### src/logic/exec_pkg.sv
// Shared widths, ROB index and exception types, control union, credit and FSM constants
package exec_pkg;

  //////////////////////////////////////////////////
  // Data and tag widths
  //////////////////////////////////////////////////

  localparam int unsigned XLEN = 64;
  typedef logic [XLEN-1:0] xlen_t;

  localparam int unsigned ROB_IDX_W = 4;
  typedef logic [ROB_IDX_W-1:0] rob_idx_t;

  // Width of the raw control word at issue
  localparam int unsigned EU_CTL_W = 4;

  // Only the codes this cluster can raise
  typedef enum logic [3:0] {
    E_NONE                = 4'h0,
    // Matches the mcause value for illegal instruction
    E_ILLEGAL_INSTRUCTION = 4'h2
  } except_code_t;

  //////////////////////////////////////////////////
  // Control word, one word and two decodings
  //////////////////////////////////////////////////

  typedef union packed {
    // Divide view, rsvd set means illegal
    struct packed {
      logic word_op;
      logic is_rem;
      logic is_unsigned;
      logic rsvd;
    } div;
    // Multiply view, every code legal
    struct packed {
      logic word_op;
      logic high;
      logic a_signed;
      logic b_signed;
    } mul;
  } eu_ctl_u;

  // Target unit of an issued operation
  typedef enum logic {
    EU_DIV = 1'b0,
    EU_MUL = 1'b1
  } eu_sel_t;

  //////////////////////////////////////////////////
  // Credits and internal sizes
  //////////////////////////////////////////////////

  localparam int unsigned DIV_CREDITS = 1;
  localparam int unsigned MUL_CREDITS = 2;
  localparam int unsigned CDB_CREDITS = 2;

  // One extra value so an overflow stays visible
  localparam int unsigned CDB_CNT_W = $clog2(CDB_CREDITS + 1);
  localparam int unsigned MUL_CNT_W = $clog2(MUL_CREDITS + 1);
  localparam int unsigned MUL_PTR_W = $clog2(MUL_CREDITS);

  // Serial divider iteration counter and states
  localparam int unsigned SD_CNT_W = $clog2(XLEN);
  localparam logic [1:0] SD_IDLE   = 2'd0;
  localparam logic [1:0] SD_DIVIDE = 2'd1;
  localparam logic [1:0] SD_DONE   = 2'd2;

endpackage

### src/logic/cdb_if.sv
// Result bundle interface between an execution unit and the CDB arbiter
`timescale 1ns/1ps

interface cdb_if;
  import exec_pkg::*;

  // Request and its acknowledge
  logic         valid;
  logic         grant;

  // Result bundle, stable while valid waits for grant
  rob_idx_t     rob_idx;
  xlen_t        result;
  logic         except_raised;
  except_code_t except_code;

  // Unit side drives the bundle
  modport unit (
    output valid,
    output rob_idx,
    output result,
    output except_raised,
    output except_code,
    input  grant
  );

  // Arbiter side picks a winner
  modport arb (
    input  valid,
    input  rob_idx,
    input  result,
    input  except_raised,
    input  except_code,
    output grant
  );

endinterface

### src/logic/cdb_arbiter.sv
// Round-robin CDB arbiter with credit counter and registered CDB output
`timescale 1ns/1ps

module cdb_arbiter (
  input  logic                   clk_i,
  input  logic                   rst_ni,
  input  logic                   flush_i,
  input  logic                   cdb_credit_i,
  cdb_if.arb                     div_req,
  cdb_if.arb                     mul_req,
  output logic                   cdb_valid_o,
  output exec_pkg::rob_idx_t     cdb_rob_idx_o,
  output exec_pkg::xlen_t        cdb_result_o,
  output logic                   cdb_except_o,
  output exec_pkg::except_code_t cdb_except_code_o
);
  import exec_pkg::*;

  logic [CDB_CNT_W-1:0] credit_q;
  logic                 last_mul_q;
  logic                 can_grant, take;

  // No transfers during a flush or without credit
  assign can_grant = (credit_q != '0) && !flush_i;

  // Mul wins ties unless it won last time
  assign div_req.grant = can_grant & div_req.valid & (~mul_req.valid | last_mul_q);
  assign mul_req.grant = can_grant & mul_req.valid & (~div_req.valid | ~last_mul_q);
  assign take          = div_req.grant | mul_req.grant;

  //////////////////////////////////////////////////
  // Credits and fairness
  //////////////////////////////////////////////////

  // Credit spent as the output register loads
  always_ff @(posedge clk_i or negedge rst_ni) begin
    if (!rst_ni) begin
      credit_q    <= CDB_CNT_W'(CDB_CREDITS);
      last_mul_q  <= 1'b0;
      cdb_valid_o <= 1'b0;
    end else if (flush_i) begin
      credit_q    <= CDB_CNT_W'(CDB_CREDITS);
      last_mul_q  <= 1'b0;
      cdb_valid_o <= 1'b0;
    end else begin
      credit_q    <= credit_q - CDB_CNT_W'(take) + CDB_CNT_W'(cdb_credit_i);
      cdb_valid_o <= take;
      if (take) last_mul_q <= mul_req.grant;
    end
  end

  // Winner bundle
  always_ff @(posedge clk_i) begin
    if (div_req.grant) begin
      cdb_rob_idx_o     <= div_req.rob_idx;
      cdb_result_o      <= div_req.result;
      cdb_except_o      <= div_req.except_raised;
      cdb_except_code_o <= div_req.except_code;
    end else if (mul_req.grant) begin
      cdb_rob_idx_o     <= mul_req.rob_idx;
      cdb_result_o      <= mul_req.result;
      cdb_except_o      <= mul_req.except_raised;
      cdb_except_code_o <= mul_req.except_code;
    end
  end

  // Consumer never returns more than it was given
  a_cdb_credit_bound: assert property (
    @(posedge clk_i) disable iff (!rst_ni) credit_q <= CDB_CREDITS
  ) else $error("CDB credit counter overflow");

endmodule

### src/flat_wrapper.sv
// flat-port wrapper written by rule: the top's interface ports become plain ports
module cdb_arbiter_flat import exec_pkg::*;
  (clk_i, rst_ni, flush_i, cdb_credit_i, cdb_valid_o, cdb_rob_idx_o, cdb_result_o, cdb_except_o, cdb_except_code_o, div_req_valid, div_req_rob_idx, div_req_result, div_req_except_raised, div_req_except_code, div_req_grant, mul_req_valid, mul_req_rob_idx, mul_req_result, mul_req_except_raised, mul_req_except_code, mul_req_grant);
  cdb_if div_req_i ();
  cdb_if mul_req_i ();
  input  logic clk_i;
  input  logic rst_ni;
  input  logic flush_i;
  input  logic cdb_credit_i;
  output logic cdb_valid_o;
  output exec_pkg::rob_idx_t cdb_rob_idx_o;
  output exec_pkg::xlen_t cdb_result_o;
  output logic cdb_except_o;
  output exec_pkg::except_code_t cdb_except_code_o;
  input wire logic [$bits(div_req_i.valid)-1:0] div_req_valid;
  input wire logic [$bits(div_req_i.rob_idx)-1:0] div_req_rob_idx;
  input wire logic [$bits(div_req_i.result)-1:0] div_req_result;
  input wire logic [$bits(div_req_i.except_raised)-1:0] div_req_except_raised;
  input wire logic [$bits(div_req_i.except_code)-1:0] div_req_except_code;
  output wire logic [$bits(div_req_i.grant)-1:0] div_req_grant;
  input wire logic [$bits(mul_req_i.valid)-1:0] mul_req_valid;
  input wire logic [$bits(mul_req_i.rob_idx)-1:0] mul_req_rob_idx;
  input wire logic [$bits(mul_req_i.result)-1:0] mul_req_result;
  input wire logic [$bits(mul_req_i.except_raised)-1:0] mul_req_except_raised;
  input wire logic [$bits(mul_req_i.except_code)-1:0] mul_req_except_code;
  output wire logic [$bits(mul_req_i.grant)-1:0] mul_req_grant;
  assign div_req_i.valid = div_req_valid;
  assign div_req_i.rob_idx = div_req_rob_idx;
  assign div_req_i.result = div_req_result;
  assign div_req_i.except_raised = div_req_except_raised;
  assign div_req_i.except_code = div_req_except_code;
  assign div_req_grant = div_req_i.grant;
  assign mul_req_i.valid = mul_req_valid;
  assign mul_req_i.rob_idx = mul_req_rob_idx;
  assign mul_req_i.result = mul_req_result;
  assign mul_req_i.except_raised = mul_req_except_raised;
  assign mul_req_i.except_code = mul_req_except_code;
  assign mul_req_grant = mul_req_i.grant;
  cdb_arbiter u_core (.clk_i(clk_i), .rst_ni(rst_ni), .flush_i(flush_i), .cdb_credit_i(cdb_credit_i), .div_req(div_req_i), .mul_req(mul_req_i), .cdb_valid_o(cdb_valid_o), .cdb_rob_idx_o(cdb_rob_idx_o), .cdb_result_o(cdb_result_o), .cdb_except_o(cdb_except_o), .cdb_except_code_o(cdb_except_code_o));
endmodule
### config.mk
export PLATFORM = sky130hd
export DESIGN_NAME = cdb_arbiter_flat
export DESIGN_NICKNAME = d
export VERILOG_FILES = /design/src/logic/exec_pkg.sv /design/src/logic/cdb_if.sv /design/src/logic/cdb_arbiter.sv /design/src/flat_wrapper.sv
export SDC_FILE = /design/constraint.sdc
export NUM_CORES = 1
export LEC_CHECK = 0
export ABC_AREA = 0
export BUFFER_PORTS_ARGS = -buffer_cell sky130_fd_sc_hd__buf_2
export CORE_MARGIN = 2
export CORE_UTILIZATION = 38
export DETAILED_ROUTE_END_ITERATION = 8
export PLACE_DENSITY = 0.81
export SLEW_MARGIN = 20
export SYNTH_ARGS = -nofsm -noshare
export SYNTH_HDL_FRONTEND = slang
export SYNTH_SLANG_ARGS = --single-unit
### constraint.sdc
create_clock -name clk_i -period 5.2 [get_ports clk_i]
set_clock_uncertainty 0.1 [all_clocks]
set_input_delay 0.52 -clock clk_i [delete_from_list [all_inputs] [get_ports clk_i]]
set_output_delay 0.52 -clock clk_i [all_outputs]
set_load 0.05 [all_outputs]
==> metrics.md <==
| Metric | Value |
|---|---|
| Top-count cell post-synth | `edfxtp_1` |
| CTS resizes | `0` |
| Layout cell share with drive strength beyond 1 | `77.1%` |
| Fill count | `788` |
| Starting Density | `38.4%` |
| P&R area growth vs syn | `41.9%` |
| Number of buffers added on ports | `227` |
| Pint | `1.26 mW` |
| Clock Path Buffers | `2` |
| P per Cell Area | `368 nW/um^2` |
| Setup CP Type | `register to output pin` |
| Synth top area cells | `edfxtp_1 (63%), mux2_4 (21%), mux2_2 (8.0%), dfrtp_1 (2.1%), buf_6 (1.9%)` |
| Antenna Violating Nets Remaining | `0` |
| Yosys Warn Count | `0` |
| Core area | `9110 um^2` |
| Antenna diode count | `0` |
| Post-route insts no fill | `525` |
| Gpl congestion | `0.763` |
| Synth unique cells | `20` |
| Placement Rows | `35` |
| DP Worst Slack | `2.38 ns` |
| Total GRT Usage | `14.6%` |
| DP HPWL | `5790 um` |
| Flops & latches, synth | `77` |
| Worst EP arrival | `1.98 ns` |
| Setup Viol. Count Final | `0` |
| Largest net degree at the start of global routing | `42` |
| Main synth FF type | `edfxtp_1` |
| Max Clk Rate | `384 MHz` |
| Critical path required time | `4.58 ns` |
| Crit start category | `register` |
| Clock Latency Late Sink | `0.34 ns` |
| Vias | `2,399` |
| Post-layout net count | `562` |
| Run status | `finished, final reports clean` |
| TritonCTS clock tree | `yes` |
| Sequential share of power | `43.5%` |
| Post-synth top area share | `62.6%` |
| Peak VDD IR | `0.180 mV` |
| Syn Area/Cell | `19.9 um^2` |
| CTS Sinks | `77` |
| Worst setup startpoint | `u_core.credit_q[1]` |
| Clock share of power | `28.4%` |
| Vias/cell | `4.57` |
| RR Startpoint | `u_core.credit_q[1]` |
| Sw Pwr | `564 uW` |
| Slew Viols, Final | `0` |
| EDFF count, synth | `73` |
| Ys async rst share | `5.19%` |
| Post-route DRC | `0` |
| HP Start | `flush_i` |
| Slew margin rel. | `33.5%` |
| Die area | `10000 um^2` |
| CTS Buf Count | `9` |
| Post-CTS setup buffer count | `0` |
| Number of antenna violations at the first check in global routing | `0` |
| Sw Share | `30.8%` |
| Fin. Hold Viols | `0` |
| Critical-path maximum fanout | `41` |
| Comb power frac | `28.1%` |
| First-pass GRT wire length | `11,100 um` |
| Post-synth top cells | `edfxtp_1 (73), mux2_4 (48), mux2_2 (25), buf_6 (6), nor2b_1 (4)` |
| Grt ovf | `0` |
| Reg2Reg Setup Slack | `2.62 ns` |
| RSZ-0062 raised after global routing | `false` |
| Setup slack after layout | `2.60 ns` |
| CTS H-tree depth | `3` |
| Mapped Cells | `176` |
| Area leader, netlist | `edfxtp_1` |
| Chip Width | `100 um` |
| Worst slew pin tran | `0.995 ns` |
| Avg WL per Cell | `14.5 um` |
| DR iter-0 viols | `46` |
| Final setup TNS | `0 ns` |
| Worst-path clk slew | `0.08 ns` |
| HP Class | `primary input to register` |
| Max-Cap Viols | `0` |
| CP Capture Type | `output pin` |
| Num ports | `228` |
| WL final | `7620 um` |
| Vias in the first global route | `2,364` |
| Syn Nets | `329` |
| Syn Std Cell Area | `3500 um^2` |
| Leak pwr | `2.39 nW` |
| Die span in y | `100 um` |
| Sequential-to-total area share from yosys stat | `65.5%` |
| Clk root buf | `clkbuf_8` |
| Initial DRT Pass Iterations | `2` |
| Min cycle time layout | `2.60 ns` |
| Placed Cells | `508` |
| Period utilisation layout | `50.1%` |
-- kinds of logic after synthesis --
| logic type | count (synthesis) | synth area share [%] |
|---|---|---|
| and+or+nand+nor | 10 | 1.68 |
| adders and majority gates | 1 | 0.357 |
| DFF | 77 | 65.5 |
| xor gates and xnor gates | 1 | 0.250 |
| AOI/OAI and AO/OA | 3 | 0.858 |
| buffers and inverters | 10 | 2.43 |
| muxes | 74 | 28.9 |
-- layer usage --
metal	GRT usage [%]	vias to the layer above	routed length (um)
met5	0	-	0
met4	5.06	0	84
met3	5.22	7	754
met2	26.8	143	3920
met1	15.5	1105	2860
li1	-	1144	-
-- area by class of cell --
type | count | area (um^2) | area share, %
Sequential cell | 77 | 2290 | 46.2
Timing Repair Buffer | 230 | 1160 | 23.4
Multi-Input combinational cell | 89 | 1140 | 22.9
Tap cell | 111 | 139 | 2.80
Clock buffer | 10 | 128 | 2.57
Clock inverter | 6 | 101 | 2.04
Inverter | 2 | 7.51 | 0.151
-- critical path, cell delays in order (launching register included) --
cell and delay [ns]:
dfstp_2 0.54, o21ba_4 0.16, nand3_4 0.50, inv_1 0.17, buf_2 0.28
-- through the flow --
| step | instance area (um^2) | utilization [%] | power, mW | hold slack, ns |
|---|---|---|---|---|
| 6_report | 4970 | 54.5 | 1.83 | 0.294 |
| 5_1_grt | 4970 | 54.5 | 1.90 | 0.278 |
| 4_1_cts | 4970 | 54.5 | 1.86 | 0.266 |
| 3_5_place_dp | 4730 | 51.9 | 1.33 | 0.231 |
| 3_3_place_gp | 4730 | 51.9 | 1.32 | 0.231 |
| 2_1_floorplan | 3500 | - | 1.20 | 0.124 |
-- power by group through the flow --
| stage | clock [mW] | combinational, mW | sequential, mW |
|---|---|---|---|
| finish | 0.520 | 0.513 | 0.795 |
| global route | 0.561 | 0.540 | 0.802 |
| CTS | 0.539 | 0.521 | 0.796 |
| detailed placement | 0 | 0.519 | 0.809 |
| global placement | 0 | 0.509 | 0.807 |
| floorplan | 0 | 0.162 | 1.03 |
-- path summary, 6_finish.rpt --
check | depth (start not counted) | endpoint
worst max-delay path | 4 | div_req_grant
worst min-delay path | 2 | u_core.credit_q[0]
worst max register to register | 3 | u_core.cdb_result_o[17]
worst min register to register | 2 | u_core.credit_q[1]
max in group asynchronous | 2 | u_core.credit_q[1]
min in group asynchronous | 2 | u_core.credit_q[0]
-- state kept, by name, summed over array words and instances, names as in the netlist --
name	count
u_core.cdb_valid_o	1
u_core.cdb_result_o	64
u_core.credit_q	2
u_core.cdb_except_code_o	4
u_core.cdb_rob_idx_o	4
u_core.last_mul_q	1
u_core.cdb_except_o	1
-- what timing repair did --
item	CTS	global route
endpoints found under the setup margin	0	0
hold endpoints to repair	3	0
hold buffers	1	0
-- layout by cell type (no fill, tap or decap) --
cell             n
edfxtp_1        73
mux2i_1          1
o21ba_4          1
dfstp_2          1
ha_1             1
mux2_2          25
nand2b_1         1
nand3_4          1
inv_1            2
nor2_1           2
a31o_2           1
nor2b_1          3
buf_4            2
dlygate4sd3_1    1
mux2_4          48
clkbuf_1         1
and3_1           1
bufinv_16        3
clkinv_1         3
o21ai_0          1
xor2_1           1
dfrtp_1          3
nor2b_4          1
buf_2          227
nand2_1          1
clkbuf_8         9
Power figures use the tool's default switching activity.
